### config.mk
export PLATFORM = sky130hd
export DESIGN_NAME = mcController
export DESIGN_NICKNAME = d
export VERILOG_FILES = /design/src/ctrlPkg.sv /design/src/decodeIf.sv /design/src/instrDecoder.sv /design/src/stateSequencer.sv /design/src/controlWordGen.sv /design/src/mcController.sv
export SDC_FILE = /design/constraint.sdc
export NUM_CORES = 1
export LEC_CHECK = 0
export ABC_CLOCK_PERIOD_IN_PS = 5100
export BUFFER_PORTS_ARGS = -buffer_cell sky130_fd_sc_hd__buf_4
export CORE_MARGIN = 1
export CORE_UTILIZATION = 45
export DETAILED_ROUTE_END_ITERATION = 10
export GPL_TIMING_DRIVEN = 0
export PLACE_DENSITY_LB_ADDON = 0.2
export SETUP_SLACK_MARGIN = 0.5
export SYNTH_ARGS = -nofsm -noshare
export SYNTH_HDL_FRONTEND = slang
export SYNTH_SLANG_ARGS = --single-unit
### constraint.sdc
create_clock -name clk -period 5.1 [get_ports clk]
set_input_delay 1.02 -clock clk [delete_from_list [all_inputs] [get_ports clk]]
set_output_delay 1.02 -clock clk [all_outputs]
set_load 0.05 [all_outputs]
### src/ctrlPkg.sv
package ctrlPkg;

	////////////////////////////////////////
	// instruction fields
	////////////////////////////////////////

	localparam logic [5:0] opRType = 6'h00;
	localparam logic [5:0] opJ     = 6'h02;
	localparam logic [5:0] opJal   = 6'h03;
	localparam logic [5:0] opBeq   = 6'h04;
	localparam logic [5:0] opAddi  = 6'h08;
	localparam logic [5:0] opAddiu = 6'h09;
	localparam logic [5:0] opSlti  = 6'h0a;
	localparam logic [5:0] opSltiu = 6'h0b;
	localparam logic [5:0] opAndi  = 6'h0c;
	localparam logic [5:0] opOri   = 6'h0d;
	localparam logic [5:0] opLui   = 6'h0f;
	localparam logic [5:0] opLw    = 6'h23;
	localparam logic [5:0] opSw    = 6'h2b;

	// function field for opcode zero
	localparam logic [5:0] fnSll  = 6'h00;
	localparam logic [5:0] fnSrl  = 6'h02;
	localparam logic [5:0] fnSra  = 6'h03;
	localparam logic [5:0] fnJr   = 6'h08;
	localparam logic [5:0] fnJalr = 6'h09;

	////////////////////////////////////////
	// states and classes
	////////////////////////////////////////

	typedef enum logic [3:0] {
		stFetch,
		stDecode,
		stExecute,
		stMemRead,
		stLoadWrite,
		stMemWrite,
		stRegWrite,
		stRegJump,
		stOverflowErr
	} ctrlState;

	typedef enum logic [3:0] {
		clsRAlu,
		clsRShift,
		clsRJump,   // jr
		clsRLink,   // jalr
		clsImmAlu,
		clsLoad,
		clsStore,
		clsBranch,
		clsJump,
		clsJumpLink,
		clsUnsupported
	} instrClass;

	////////////////////////////////////////
	// datapath selects
	////////////////////////////////////////

	typedef enum logic [1:0] {srcAPc = 2'b00, srcAReg = 2'b01, srcAShamt = 2'b10} aluSrcASel;
	typedef enum logic [1:0] {
		srcBReg    = 2'b00,
		srcBFour   = 2'b01,
		srcBImm    = 2'b10,
		srcBBranch = 2'b11    // shifted sign-extended offset
	} aluSrcBSel;
	typedef enum logic [1:0] {
		pcAluResult  = 2'b00,
		pcAluOutReg  = 2'b01,
		pcJumpTarget = 2'b11
	} pcSourceSel;
	typedef enum logic [1:0] {dstRt = 2'b00, dstRd = 2'b01, dstRa = 2'b10} regDstSel;

	localparam int aluCodeWidth = 4;
	localparam int aluOpWidth = 3;  // operation part below the unsigned bit

	localparam logic [aluOpWidth-1:0] aluOpAdd   = 3'b000;
	localparam logic [aluOpWidth-1:0] aluOpSub   = 3'b001;
	localparam logic [aluOpWidth-1:0] aluOpRType = 3'b010;  // ALU decodes funct
	localparam logic [aluOpWidth-1:0] aluOpAddu  = 3'b011;
	localparam logic [aluOpWidth-1:0] aluOpAnd   = 3'b100;
	localparam logic [aluOpWidth-1:0] aluOpSlt   = 3'b101;

	// every datapath control in 25 bits
	typedef struct packed {
		logic pcWrite;
		logic pcWriteCond;
		logic iOrD;
		logic memWrite;
		logic memRead;
		logic irWrite;
		logic memToReg;
		logic regWrite;
		logic extOp;
		logic luiOp;
		logic pcOrData;
		logic err;
		logic erWrite;
		regDstSel regDst;
		aluSrcASel aluSrcA;
		aluSrcBSel aluSrcB;
		pcSourceSel pcSource;
		logic [aluCodeWidth-1:0] aluOp;
	} ctrlWord;

endpackage

### src/decodeIf.sv
interface decodeIf;

	ctrlPkg::instrClass cls;
	logic [ctrlPkg::aluCodeWidth-1:0] aluCode;  // ALU code for execute
	logic extOp;    // sign-extend immediate
	logic luiOp;
	logic shift;    // sll, srl, sra

	modport producer (
		output cls,
		output aluCode,
		output extOp,
		output luiOp,
		output shift
	);

	modport consumer (
		input cls,
		input aluCode,
		input extOp,
		input luiOp,
		input shift
	);

endinterface

### src/instrDecoder.sv
module instrDecoder (
	input logic [5:0] opCode,
	input logic [5:0] funct,
	decodeIf.producer dec
);

	logic [ctrlPkg::aluOpWidth-1:0] opPart;

	////////////////////////////////////////
	// instruction class
	////////////////////////////////////////

	always_comb
	begin
		dec.cls = ctrlPkg::clsUnsupported;
		dec.shift = 1'b0;
		case (opCode)
			ctrlPkg::opRType:
			begin
				case (funct)
					ctrlPkg::fnSll, ctrlPkg::fnSrl, ctrlPkg::fnSra:
					begin
						dec.cls = ctrlPkg::clsRShift;
						dec.shift = 1'b1;
					end
					ctrlPkg::fnJr:
						dec.cls = ctrlPkg::clsRJump;
					ctrlPkg::fnJalr:
						dec.cls = ctrlPkg::clsRLink;
					default:
						dec.cls = ctrlPkg::clsRAlu;   // ALU resolves funct
				endcase
			end
			ctrlPkg::opLui,
			ctrlPkg::opAddi,
			ctrlPkg::opAddiu,
			ctrlPkg::opAndi,
			ctrlPkg::opOri,
			ctrlPkg::opSlti,
			ctrlPkg::opSltiu:
				dec.cls = ctrlPkg::clsImmAlu;
			ctrlPkg::opLw:
				dec.cls = ctrlPkg::clsLoad;
			ctrlPkg::opSw:
				dec.cls = ctrlPkg::clsStore;
			ctrlPkg::opBeq:
				dec.cls = ctrlPkg::clsBranch;
			ctrlPkg::opJ:
				dec.cls = ctrlPkg::clsJump;
			ctrlPkg::opJal:
				dec.cls = ctrlPkg::clsJumpLink;
			default:
				dec.cls = ctrlPkg::clsUnsupported;
		endcase
	end

	////////////////////////////////////////
	// ALU code and immediate handling
	////////////////////////////////////////

	always_comb
	begin
		case (opCode)
			ctrlPkg::opRType:
				opPart = ctrlPkg::aluOpRType;
			ctrlPkg::opBeq:
				opPart = ctrlPkg::aluOpSub;   // compare by subtract
			ctrlPkg::opAndi:
				opPart = ctrlPkg::aluOpAnd;
			ctrlPkg::opSlti, ctrlPkg::opSltiu:
				opPart = ctrlPkg::aluOpSlt;
			ctrlPkg::opAddiu:
				opPart = ctrlPkg::aluOpAddu;
			default:
				opPart = ctrlPkg::aluOpAdd;
		endcase
	end

	// low opcode bit doubles as the unsigned flag
	assign dec.aluCode = {opCode[0], opPart};

	assign dec.extOp = (opCode != ctrlPkg::opAndi);   // andi zero-extends
	assign dec.luiOp = (opCode == ctrlPkg::opLui);

endmodule

### src/stateSequencer.sv
module stateSequencer (
	input logic clk,
	input logic reset,
	input logic overflow,
	decodeIf.consumer dec,
	output ctrlPkg::ctrlState state
);

	ctrlPkg::ctrlState nextState;

	always_ff @(posedge clk or posedge reset)
	begin
		if (reset)
			state <= ctrlPkg::stFetch;
		else
			state <= nextState;
	end

	////////////////////////////////////////
	// next state
	////////////////////////////////////////

	always_comb
	begin
		nextState = ctrlPkg::stFetch;
		case (state)
			ctrlPkg::stFetch:
				nextState = ctrlPkg::stDecode;
			ctrlPkg::stDecode:
				nextState = ctrlPkg::stExecute;
			ctrlPkg::stExecute:
			begin
				case (dec.cls)
					ctrlPkg::clsRAlu,
					ctrlPkg::clsRShift,
					ctrlPkg::clsImmAlu:
						nextState = ctrlPkg::stRegWrite;
					ctrlPkg::clsLoad:
						nextState = ctrlPkg::stMemRead;
					ctrlPkg::clsStore:
						nextState = ctrlPkg::stMemWrite;
					ctrlPkg::clsRJump,
					ctrlPkg::clsRLink:
						nextState = ctrlPkg::stRegJump;
					default:
						nextState = ctrlPkg::stFetch;   // branch, j, jal, unsupported
				endcase
			end
			ctrlPkg::stMemRead:
				nextState = ctrlPkg::stLoadWrite;
			ctrlPkg::stRegWrite:
			begin
				// overflow only matters here
				if (overflow)
					nextState = ctrlPkg::stOverflowErr;
				else
					nextState = ctrlPkg::stFetch;
			end
			default:
				nextState = ctrlPkg::stFetch;   // last state of an instruction
		endcase
	end

endmodule

### src/controlWordGen.sv
module controlWordGen (
	input logic reset,
	input ctrlPkg::ctrlState state,
	decodeIf.consumer dec,
	output ctrlPkg::ctrlWord ctrl
);

	always_comb
	begin
		ctrl = '0;
		if (!reset)
		begin
			// immediate controls follow the opcode in every state
			ctrl.extOp = dec.extOp;
			ctrl.luiOp = dec.luiOp;
			case (state)
				ctrlPkg::stFetch:
				begin
					ctrl.memRead = 1'b1;
					ctrl.irWrite = 1'b1;
					ctrl.pcWrite = 1'b1;   // pc + 4
					ctrl.aluSrcB = ctrlPkg::srcBFour;
				end
				ctrlPkg::stDecode:
					ctrl.aluSrcB = ctrlPkg::srcBBranch;   // branch target into ALU out
				ctrlPkg::stExecute:
				begin
					ctrl.aluOp = dec.aluCode;
					case (dec.cls)
						ctrlPkg::clsImmAlu,
						ctrlPkg::clsLoad,
						ctrlPkg::clsStore:
						begin
							ctrl.aluSrcA = ctrlPkg::srcAReg;
							ctrl.aluSrcB = ctrlPkg::srcBImm;
						end
						ctrlPkg::clsBranch:
						begin
							ctrl.aluSrcA = ctrlPkg::srcAReg;
							ctrl.pcWriteCond = 1'b1;
							ctrl.pcSource = ctrlPkg::pcAluOutReg;
						end
						ctrlPkg::clsJump:
						begin
							ctrl.pcWrite = 1'b1;
							ctrl.pcSource = ctrlPkg::pcJumpTarget;
						end
						ctrlPkg::clsJumpLink:
						begin
							ctrl.pcWrite = 1'b1;
							ctrl.pcSource = ctrlPkg::pcJumpTarget;
							ctrl.regWrite = 1'b1;
							ctrl.regDst = ctrlPkg::dstRa;
							ctrl.pcOrData = 1'b1;   // link address
						end
						ctrlPkg::clsRAlu,
						ctrlPkg::clsRShift,
						ctrlPkg::clsRJump,
						ctrlPkg::clsRLink:
						begin
							if (dec.shift)
								ctrl.aluSrcA = ctrlPkg::srcAShamt;
							else
								ctrl.aluSrcA = ctrlPkg::srcAReg;
						end
						default:
							ctrl.aluSrcA = ctrlPkg::srcAPc;   // unsupported writes nothing
					endcase
				end
				ctrlPkg::stMemRead:
				begin
					ctrl.memRead = 1'b1;
					ctrl.iOrD = 1'b1;
				end
				ctrlPkg::stLoadWrite:
				begin
					ctrl.regWrite = 1'b1;
					ctrl.memToReg = 1'b1;
					ctrl.regDst = ctrlPkg::dstRt;
				end
				ctrlPkg::stMemWrite:
				begin
					ctrl.memWrite = 1'b1;
					ctrl.iOrD = 1'b1;
				end
				ctrlPkg::stRegWrite:
				begin
					ctrl.regWrite = 1'b1;
					if (dec.cls == ctrlPkg::clsImmAlu)
						ctrl.regDst = ctrlPkg::dstRt;
					else
						ctrl.regDst = ctrlPkg::dstRd;
				end
				ctrlPkg::stRegJump:
				begin
					ctrl.pcWrite = 1'b1;
					ctrl.pcSource = ctrlPkg::pcAluOutReg;   // rs
					if (dec.cls == ctrlPkg::clsRLink)
					begin
						ctrl.regWrite = 1'b1;
						ctrl.regDst = ctrlPkg::dstRd;
						ctrl.pcOrData = 1'b1;
					end
				end
				ctrlPkg::stOverflowErr:
				begin
					ctrl.err = 1'b1;
					ctrl.erWrite = 1'b1;
					ctrl.pcWrite = 1'b1;   // to handler
				end
				default:
					ctrl.pcWrite = 1'b0;
			endcase
		end
	end

endmodule

### src/mcController.sv
module mcController (
	input logic clk,
	input logic reset,
	input logic [5:0] opCode,
	input logic [5:0] funct,
	input logic overflow,
	output logic pcWrite,
	output logic pcWriteCond,
	output logic iOrD,
	output logic memWrite,
	output logic memRead,
	output logic irWrite,
	output logic memToReg,
	output logic [1:0] regDst,
	output logic regWrite,
	output logic extOp,
	output logic luiOp,
	output logic [1:0] aluSrcA,
	output logic [1:0] aluSrcB,
	output logic [3:0] aluOp,
	output logic [1:0] pcSource,
	output logic pcOrData,
	output logic err,
	output logic erWrite
);

	ctrlPkg::ctrlState state;
	ctrlPkg::ctrlWord ctrl;

	decodeIf decBus ();

	instrDecoder uDecoder (
		.opCode (opCode),
		.funct  (funct),
		.dec    (decBus.producer)
	);

	stateSequencer uSequencer (
		.clk      (clk),
		.reset    (reset),
		.overflow (overflow),
		.dec      (decBus.consumer),
		.state    (state)
	);

	controlWordGen uWordGen (
		.reset (reset),
		.state (state),
		.dec   (decBus.consumer),
		.ctrl  (ctrl)
	);

	////////////////////////////////////////
	// control word onto datapath pins
	////////////////////////////////////////

	assign pcWrite     = ctrl.pcWrite;
	assign pcWriteCond = ctrl.pcWriteCond;
	assign iOrD        = ctrl.iOrD;
	assign memWrite    = ctrl.memWrite;
	assign memRead     = ctrl.memRead;
	assign irWrite     = ctrl.irWrite;
	assign memToReg    = ctrl.memToReg;
	assign regDst      = ctrl.regDst;
	assign regWrite    = ctrl.regWrite;
	assign extOp       = ctrl.extOp;
	assign luiOp       = ctrl.luiOp;
	assign aluSrcA     = ctrl.aluSrcA;
	assign aluSrcB     = ctrl.aluSrcB;
	assign aluOp       = ctrl.aluOp;
	assign pcSource    = ctrl.pcSource;
	assign pcOrData    = ctrl.pcOrData;
	assign err         = ctrl.err;
	assign erWrite     = ctrl.erWrite;

endmodule

Word-level counts from Yosys, hierarchy flattened
Index checks and enable logic that the tools add are counted.

Flip-flop bits (word level): 4. Input port bits: 15. Output and inout port bits: 25. Logic and storage cells: 87.

Equal/unequal tests: 34. Multiplexer cells: 35. Reduce and logical (&&, ||, !) cells: 17.

Operators with widths (count): $eq 6x4->1 const B (9); $eq 4x3->1 const B (8); $pmux 4 s7 (1); $mux 25 (1); $eq 6x2->1 const B (4); $pmux 4 s5 (1); $pmux 2 s3 (3); $eq 4x2->1 const B (4); $pmux 3 s5 (1); $mux 1 (14); $eq 4x4->1 const B (3); $eq 6x6->1 const B (2); $logic_not 6->1 (2); $pmux 2 s2 (3); $pmux 3 s4 (1); $reduce_or 2->1 (6); $reduce_or 3->1 (4); $mux 2 (5); $eq 4x1->1 const B (2); $logic_not 4->1 (2); $mux 4 (2); $reduce_or 4->1 (2); $reduce_or 7->1 (1); $eq 6x3->1 const B (1); other kinds (3) (4).

Longest topological paths before layout
Gate-level depths: netlist (run 1).

Depth in word-level cells: 9. Depth in mapped cells: 6. Mapped depth without buffers: 5.

By module
Synthesis (run 1) repeated with hierarchy kept, for this count alone.

Cell total of the unflattened synthesis: 119. Area total of the unflattened synthesis: 863.3 um^2.

Modules (own cells, without submodules): controlWordGen (instances 1, cells each 57, area each 359.1 um^2, sequential area each 0.0 um^2); instrDecoder (instances 1, cells each 43, area each 302.8 um^2, sequential area each 0.0 um^2); stateSequencer (instances 1, cells each 19, area each 201.4 um^2, sequential area each 100.1 um^2).

Least setup slack after synthesis (run 1)
No wires, ideal clock.

Path kind: input -> output. Start point: input port opCode[3]. End point: output port regWrite. Arrival: 3.733 ns. Data required time: 4.080 ns. Slack: 0.347 ns. Stages on the path: 6. Buffers on the path: 1. Cells stage by stage: clkbuf_1 nor4_1 nand2_1 nor3_1 a21oi_1 o32ai_1.

Word-level cells in the longest chain between the ends: 7. Elaborated cells between the ends (all ways): 21. Classes of those cells: eq/ne (14); mux (5); reduce/logical (2).

RTL lines: from (decl) (line mcController.sv:4) `input logic [5:0] opCode,`; $eq 6x4->1 (line instrDecoder.sv:17) `case (opCode)`; $reduce_or 7->1 (line instrDecoder.sv:17); $pmux 4 s7 * (line instrDecoder.sv:17); $eq 4x2->1 / $eq 4x4->1 (equally long branches) (line controlWordGen.sv:98, controlWordGen.sv:29); $mux 1, on equally long branches (line controlWordGen.sv:98, controlWordGen.sv:29); $pmux 1 s3 * (line controlWordGen.sv:16) `case (state)`; $mux 25 * (line controlWordGen.sv:11) `if (!reset)`; to (decl) (line mcController.sv:15) `output logic regWrite,`.

Every way passes the cells marked *; elsewhere a longest branch is shown, timed or not.

Worst setup path in the final report (run 1)
Start point: input port opCode[2]. End point: output port regDst[0].

Word-level cells in the longest chain between the ends: 7. Elaborated cells between the ends (all ways): 21. Classes of those cells: eq/ne (14); mux (5); reduce/logical (2).

RTL lines: $eq 6x4->1 (line instrDecoder.sv:17); $reduce_or 7->1 (line instrDecoder.sv:17); $pmux 4 s7 * (line instrDecoder.sv:17); $eq 4x2->1 / $eq 4x3->1 (equally long branches) (line controlWordGen.sv:98, controlWordGen.sv:89); $mux 1, on equally long branches (line controlWordGen.sv:98, controlWordGen.sv:89); $pmux 2 s3 * (line controlWordGen.sv:16); $mux 25 * (line controlWordGen.sv:11); to (decl) (line mcController.sv:14) `output logic [1:0] regDst,`.

Marks and branches as above.

==> summary.txt, run 1 <==
status - finished clean
Port Buffers - 35
total power - 0.000350 W
DRC - 0
fin. max-slew vios - 0
total die area - 0.00196 mm2
leakage power - 0.480 nW
Ports - 40
Worst R2R Start - uSequencer.state[1]
Flop pwr share - 0.146
Worst slew margin - 0.661
clock root buffer - clkbuf_4
arrival time at the worst endpoint - 3.17 ns
H-Tree Depth - 1
combinational power share - 0.744
CTS Buf Count - 3
post-route antenna net violation count - 0
CTS clk-pin slew, worst paths - 0.04 ns
clock skew - 0.000124 ns
Finished Cell Area - 0.00113 mm2
Reg with most FFs - uSequencer.state
syn nets - 136
post_cts resized - 0
internal power - 0.000151 W
min Tclk post-route - 4.19 ns
Synth warnings - 0
final hold vios - 0
hold_sp - uSequencer.state[3]
first-pass GRT wire length - 3800 um
share of cells above drive strength 1 - 0.308
Pwr Density - 311 mW/mm2
most common cell after layout, fill and taps aside - buf_4
Ant. Diodes - 0
FILL cells - 153
CP required - 4.08 ns
R2R Path End - uSequencer.state[1]
CTS tree - built
pre-CTS setup slack - 0.938 ns
Area after DPL - 0.00110 mm2
GPL Wtd Cong - 0.911
clock power share - 0.109
RSZ-0062 raised after global routing - false
Regs by FF count - uSequencer.state: 4 flops
max reg flops - 4
Final nets - 176
Die Height - 44.3 um
post-synthesis sequential area ratio - 0.124
Detail Placement HPWL - 1950 um
hold slack - 0.619 ns
Mapped Area - 806 um2
sw frac - 0.568
Gate Count Post-Synth - 121
Startpoint Class - input port
Setup crit end kind - primary output
die width - 44.3 um
Mean Syn Cell Area - 6.66 um2
FF-to-FF setup slack - 3.69 ns
Fin Setup TNS - 0 ns
initial antenna violation count - 0
P_sw - 0.000199 W
setup bufs post-CTS - 0
slew of the pin with the lowest slew margin - 0.509 ns
clock latency on the worst-skew pair - 0.23 ns
largest net degree at the start of global routing - 11
Max Cap Violations - 0
r2r worst-path depth - 4
path type of the worst setup path - input port to primary output
most frequent cells in the layout - buf_4, nor2_1, nand2_1
Initial Util - 0.505
Worst Hold Class - flip-flop to flip-flop
Netlist cell types - 42
Total GRT Usage - 0.251
maximum vdd drop - 0.295 mV
drt total wl - 2390 um
via count - 1051
# rows - 14
core area - 0.00159 mm2
CTS Buffer Depth - 2
maximum fanout along the worst path - 10
CTS sink cnt - 4
Final Setup Violations - 0
DR vias/cell - 5.74
hold path endpoint - uSequencer.state[0]
Peak Freq - 0.239 GHz
Final Cycle Share - 0.821
Hold-fix buffers, CTS - 0
DRT Pass-1 Iters - 4
Initial DRC Count - 24
Routed WL per cell - 13.1 um
vias in the first global route - 891
final global-route overflow total - 0
synth-to-layout area growth - 39.8%
Hold Path Depth - 1
final worst slack - 0.911 ns
Synth Register Bits - 4
[worst max-delay path, cell delays in order]
cell       delay [ns]
buf_4            0.12
clkbuf_1         0.22
or4_4            0.46
nor2_1           0.22
a32oi_1          0.26
o21bai_1         0.25
a2111oi_2        0.35
buf_4            0.27
[worst max path at each step]
stage,cells after the start,from,to,slack [ns]
floorplan,6,opCode[4],regDst[0],0.67
global placement,8,opCode[2],regDst[0],0.99
detailed placement,8,opCode[2],regDst[0],0.94
CTS,8,opCode[2],regDst[0],0.93
global route,8,opCode[2],regDst[0],0.81
finish,8,opCode[2],regDst[0],0.91
[cells in the mapped netlist]
library cell | n | area, um2
inv_1 | 3 | 11.3
nand3_1 | 2 | 10.0
and4b_1 | 1 | 10.0
a21oi_1 | 7 | 35.0
or4_1 | 1 | 7.51
or2_2 | 2 | 12.5
mux2i_1 | 2 | 20.0
nor4_1 | 5 | 31.3
nand4b_1 | 1 | 8.76
xor2_1 | 1 | 8.76
and3b_1 | 1 | 8.76
o21ai_0 | 6 | 30.0
o21a_1 | 1 | 7.51
or3_1 | 1 | 6.26
dfrtp_1 | 4 | 100
a32oi_1 | 1 | 8.76
a21oi_2 | 1 | 8.76
nor3b_1 | 3 | 22.5
buf_6 | 1 | 11.3
buf_2 | 1 | 5.00
nor2_1 | 16 | 60.1
o21bai_1 | 3 | 22.5
a211oi_1 | 1 | 7.51
xnor2_1 | 2 | 17.5
nand2b_1 | 5 | 31.3
a221oi_1 | 1 | 8.76
clkbuf_1 | 9 | 33.8
nor2b_1 | 5 | 31.3
o2bb2ai_1 | 1 | 8.76
nand3b_1 | 1 | 7.51
nor4b_2 | 1 | 15.0
o32ai_1 | 2 | 17.5
o22ai_1 | 1 | 6.26
buf_4 | 1 | 7.51
o211a_1 | 1 | 10.0
o41a_1 | 1 | 11.3
or4_4 | 2 | 22.5
nand2_1 | 10 | 37.5
nor3_1 | 6 | 30.0
nor4b_1 | 1 | 8.76
a2111oi_2 | 1 | 15.0
and2_1 | 5 | 31.3
[per-layer routing]
metal  GRT usage  wire length (um)  up-vias
met5           0                 0        -
met4      0.0424                 0        0
met3      0.0122               128        0
met2       0.444              1190       46
met1       0.342              1070      490
li1            -                 -      515
[cell type report]
cell class / count / area (um2) / area share
multi-input cells: 102 / 642 / 0.570
plain buffers: 12 / 57.6 / 0.0511
well taps: 24 / 30.0 / 0.0267
flip-flops and latches: 4 / 100 / 0.0889
repair buffers: 35 / 263 / 0.233
inverters: 3 / 11.3 / 0.0100
clock buffers: 3 / 22.5 / 0.0200
[cell families after synthesis]
logic type,share of synthesized area
buffers and inverters,0.0854
muxes,0.0248
and+or+nand+nor,0.488
DFF,0.124
xor gates and xnor gates,0.0326
AOI/OAI and AO/OA,0.245
[power by group through the flow]
stage | Combinational, W | Sequential (W) | Clock, W
2_1_floorplan | 0.000193 | 0.0000492 | 0
6_report | 0.000261 | 0.0000513 | 0.0000382
5_1_grt | 0.000278 | 0.0000538 | 0.0000414
3_3_place_gp | 0.000253 | 0.0000507 | 0
4_1_cts | 0.000259 | 0.0000510 | 0.0000391
3_5_place_dp | 0.000258 | 0.0000514 | 0
[through the flow]
| stage | std cells | utilization |
|---|---|---|
| finish | 183 | 0.706 |
| global route | 183 | 0.706 |
| CTS | 183 | 0.706 |
| detailed placement | 180 | 0.692 |
| global placement | 180 | 0.692 |
| floorplan | 121 | - |
(Power assumes the default switching activity.)
==> run 2, diff against run 1 <==
--- a/config.mk
+++ b/config.mk
@@ -5,7 +5,8 @@
 export SDC_FILE = /design/constraint.sdc
 export NUM_CORES = 1
 export LEC_CHECK = 0
-export ABC_CLOCK_PERIOD_IN_PS = 5100
+export ABC_AREA = 1
+export ABC_CLOCK_PERIOD_IN_PS = 4230
 export BUFFER_PORTS_ARGS = -buffer_cell sky130_fd_sc_hd__buf_4
 export CORE_MARGIN = 1
 export CORE_UTILIZATION = 45
==> constraint.sdc (replaced) <==
create_clock -name clk -period 4.23 [get_ports clk]
set_input_delay 0.846 -clock clk [delete_from_list [all_inputs] [get_ports clk]]
set_output_delay 0.846 -clock clk [all_outputs]
set_load 0.05 [all_outputs]
==> run 2 against run 1 <==
Against the previous run: hold slack worse by 0.051 ns; synthesized cell count is 22% higher; combinational power is 7% higher; via count is 1.3% higher; sequential cell count stayed put; total power is 12% higher; register-to-register slack worse by 0.66 ns; largest power group unchanged.
==> summary.txt, run 2 <==
min Tclk post-route - 3.01 ns
DRT Pass-1 Iters - 7 (was 4)
area share of the largest cell type after synthesis - 0.141 (was 0.124)
CTS tree - built (unchanged)
Synth Register Bits - 4 (unchanged)
Netlist cell types - 27 (was 42)
CP top delay family - simple AND/OR/NAND/NOR gates (was compound AO/OA/AOI/OAI gates)
Setup crit end kind - primary output (unchanged)
total die area - 0.00195 mm2 (was 0.00196 mm2)
prevailing post-synth register cell - dfrtp_1 (unchanged)
Critical Path, Cell by Cell - buf_4 > nor2_4 > nand3_4 > inv_2 > nand2_1 > a21oi_2 > nand3_1 > nand3_1 > nand2_1 > inv_1 > buf_4 (was buf_4 > clkbuf_1 > or4_4 > nor2_1 > a32oi_1 > o21bai_1 > a2111oi_2 > buf_4)
# rows - 14 (unchanged)
Die Height - 44.2 um (was 44.3 um)
largest net degree at the start of global routing - 12 (was 11)
Fin Setup TNS - 0 ns (unchanged)
DR vias/cell - 5.20 (was 5.74)
Initial Util - 0.508 (was 0.505)
Max Cap Violations - 0 (unchanged)
setup bufs post-CTS - 0 (unchanged)
first-pass GRT wire length - 3770 um (was 3800 um)
core area - 0.00158 mm2 (was 0.00159 mm2)
CTS Buffer Depth - 2 (unchanged)
Startpoint Class - input port (unchanged)
Synth warnings - 0 (unchanged)
clock root buffer - clkbuf_4 (unchanged)
via count - 1065 (was 1051)
internal power - 0.000162 W (was 0.000151 W)
hold slack - 0.568 ns (was 0.619 ns)
RSZ-0062 raised after global routing - false (unchanged)
CTS clk-pin slew, worst paths - 0.04 ns (about the same)
Total GRT Usage - 0.244 (was 0.251)
Worst slew margin - 0.793 (was 0.661)
area leader, netlist - nand2_1 (was dfrtp_1)
share of cells above drive strength 1 - 0.354 (was 0.308)
Initial DRC Count - 51 (was 24)
arrival time at the worst endpoint - 2.16 ns (was 3.17 ns)
synth-to-layout area growth - 40.9% (was 39.8%)
Reg with most FFs - uSequencer.state (unchanged)
CP required - 3.38 ns (was 4.08 ns)
CTS sink cnt - 4 (unchanged)
final global-route overflow total - 0 (unchanged)
hold_sp - uSequencer.state[2] (was uSequencer.state[3])
FILL cells - 156 (was 153)
clock power share - 0.122 (was 0.109)
final hold vios - 0 (unchanged)
slowest stage delay, CP - 0.18 ns (was 0.46 ns)
combinational power share - 0.711 (was 0.744)
Worst R2R Start - uSequencer.state[3] (was uSequencer.state[1])
Commonest cells post-synth - nand2_1, nor2_1, inv_1, nand3_1, inv_2 (was nor2_1, nand2_1, clkbuf_1, a21oi_1)
syn nets - 163 (was 136)
die width - 44.2 um (was 44.3 um)
max reg flops - 4 (unchanged)
R2R Path End - uSequencer.state[1] (unchanged)
leakage power - 0.638 nW (was 0.480 nW)
post-synthesis sequential area ratio - 0.125 (was 0.124)
initial antenna violation count - 0 (unchanged)
drt total wl - 2170 um (was 2390 um)
clock skew - 0.00682 ns (was 0.000124 ns)
vias in the first global route - 923 (was 891)
DRC - 0 (unchanged)
Hold-fix buffers, CTS - 0 (unchanged)
slew of the pin with the lowest slew margin - 0.309 ns (was 0.509 ns)
Peak Freq - 0.332 GHz
P_sw - 0.000231 W (was 0.000199 W)
FFs w/ async S/R, synth - 1.00 (unchanged)
maximum fanout along the worst path - 6 (was 10)
CP Buf/Inv Count - 4 (was 3)
Mapped Area - 801 um2 (was 806 um2)
most common cell after layout, fill and taps aside - buf_4 (unchanged)
Final Cycle Share - 0.711
cell with the most instances after synthesis - nand2_1 (was nor2_1)
CP max stage cell - nor2_4 (was or4_4)
r2r worst-path depth - 5 (was 4)
fin. max-slew vios - 0 (unchanged)
Ports - 40 (unchanged)
Routed WL per cell - 10.6 um (was 13.1 um)
Port Buffers - 38 (was 35)
Worst Hold Class - flip-flop to flip-flop (unchanged)
Mean Syn Cell Area - 5.41 um2 (was 6.66 um2)
Hold Path Depth - 3 (was 1)
H-Tree Depth - 1 (unchanged)
Pwr Density - 349 mW/mm2 (was 311 mW/mm2)
Post-synth EDFFs - 0 (unchanged)
clock latency on the worst-skew pair - 0.24 ns (was 0.23 ns)
Final nets - 206 (was 176)
Final Setup Violations - 0 (unchanged)
path type of the worst setup path - input port to primary output (unchanged)
Ant. Diodes - 0 (unchanged)
FF-to-FF setup slack - 3.03 ns (was 3.69 ns)
post-route antenna net violation count - 0 (unchanged)
most frequent cells in the layout - buf_4, nand2_1, nor2_1 (was buf_4, nor2_1, nand2_1)
hold path endpoint - uSequencer.state[0] (unchanged)
Regs by FF count - uSequencer.state: 4 flops (unchanged)
Flop pwr share - 0.167 (was 0.146)
CTS Buf Count - 3 (unchanged)
Gate Count Post-Synth - 148 (was 121)
Detail Placement HPWL - 1880 um (was 1950 um)
post_cts resized - 0 (unchanged)
maximum vdd drop - 0.297 mV (was 0.295 mV)
GPL Wtd Cong - 0.892 (was 0.911)
sw frac - 0.587 (was 0.568)
status - finished clean (unchanged)
ranking of synthesized cells by area - nand2_1, nor2_1, dfrtp_1 (was dfrtp_1, nor2_1, nand2_1)
-- run 2: tightest hold or removal path, cell delays in order, from the launching register on --
cell	delay [ns]
dfrtp_1	0.35
nor2_2	0.06
nand2_1	0.08
a21oi_1	0.04
-- run 2: worst max path at each step --
stage,from,end,depth (start not counted)
4_1_cts,opCode[3],regWrite,11
5_1_grt,opCode[5],regWrite,11
2_1_floorplan,reset,luiOp,2
6_report,opCode[3],regWrite,11
3_5_place_dp,opCode[3],regWrite,11
3_3_place_gp,opCode[3],regWrite,11
-- run 2: metal layers --
| layer | global-route usage | vias to the layer above | wire (um) |
|---|---|---|---|
| met2 | 0.418 | 52 | 998 |
| met5 | 0 | - | 0 |
| li1 | - | 559 | - |
| met3 | 0.0408 | 4 | 191 |
| met1 | 0.328 | 450 | 972 |
| met4 | 0.0364 | 0 | 8 |
-- run 2: cell type report --
type                       count  area (um2)  area share
buffer                         2        12.5      0.0111
clock buffer                   3        22.5      0.0200
inverter                      29         109      0.0965
multi-input combinational    113         579       0.513
sequential                     4         100      0.0887
tap                           16        20.0      0.0177
timing repair buffer          38         285       0.253
-- run 2: logic make-up after synthesis --
group,share of synthesized area
DFF,0.125
AOI/OAI and AO/OA,0.119
buffers and inverters,0.152
and+or+nand+nor,0.605
-- run 2: power by group through the flow --
stage	Combinational [W]	Clock, W	Sequential, W
finish	0.000280	0.0000479	0.0000657
detailed placement	0.000276	0	0.0000661
floorplan	0.000200	0	0.0000629
global route	0.000301	0.0000530	0.0000674
global placement	0.000272	0	0.0000662
CTS	0.000278	0.0000496	0.0000654
-- run 2: stage by stage --
step | cells | utilization | area (um2) | power (W) | setup WS (ns)
after floorplan | 148 | - | 801 | 0.000263 | 0.844
after global placement | 202 | 0.702 | 1110 | 0.000338 | 1.26
after detailed placement | 202 | 0.702 | 1110 | 0.000343 | 1.22
after CTS | 205 | 0.716 | 1130 | 0.000393 | 1.22
after global routing | 205 | 0.716 | 1130 | 0.000421 | 1.08
final | 205 | 0.716 | 1130 | 0.000394 | 1.22
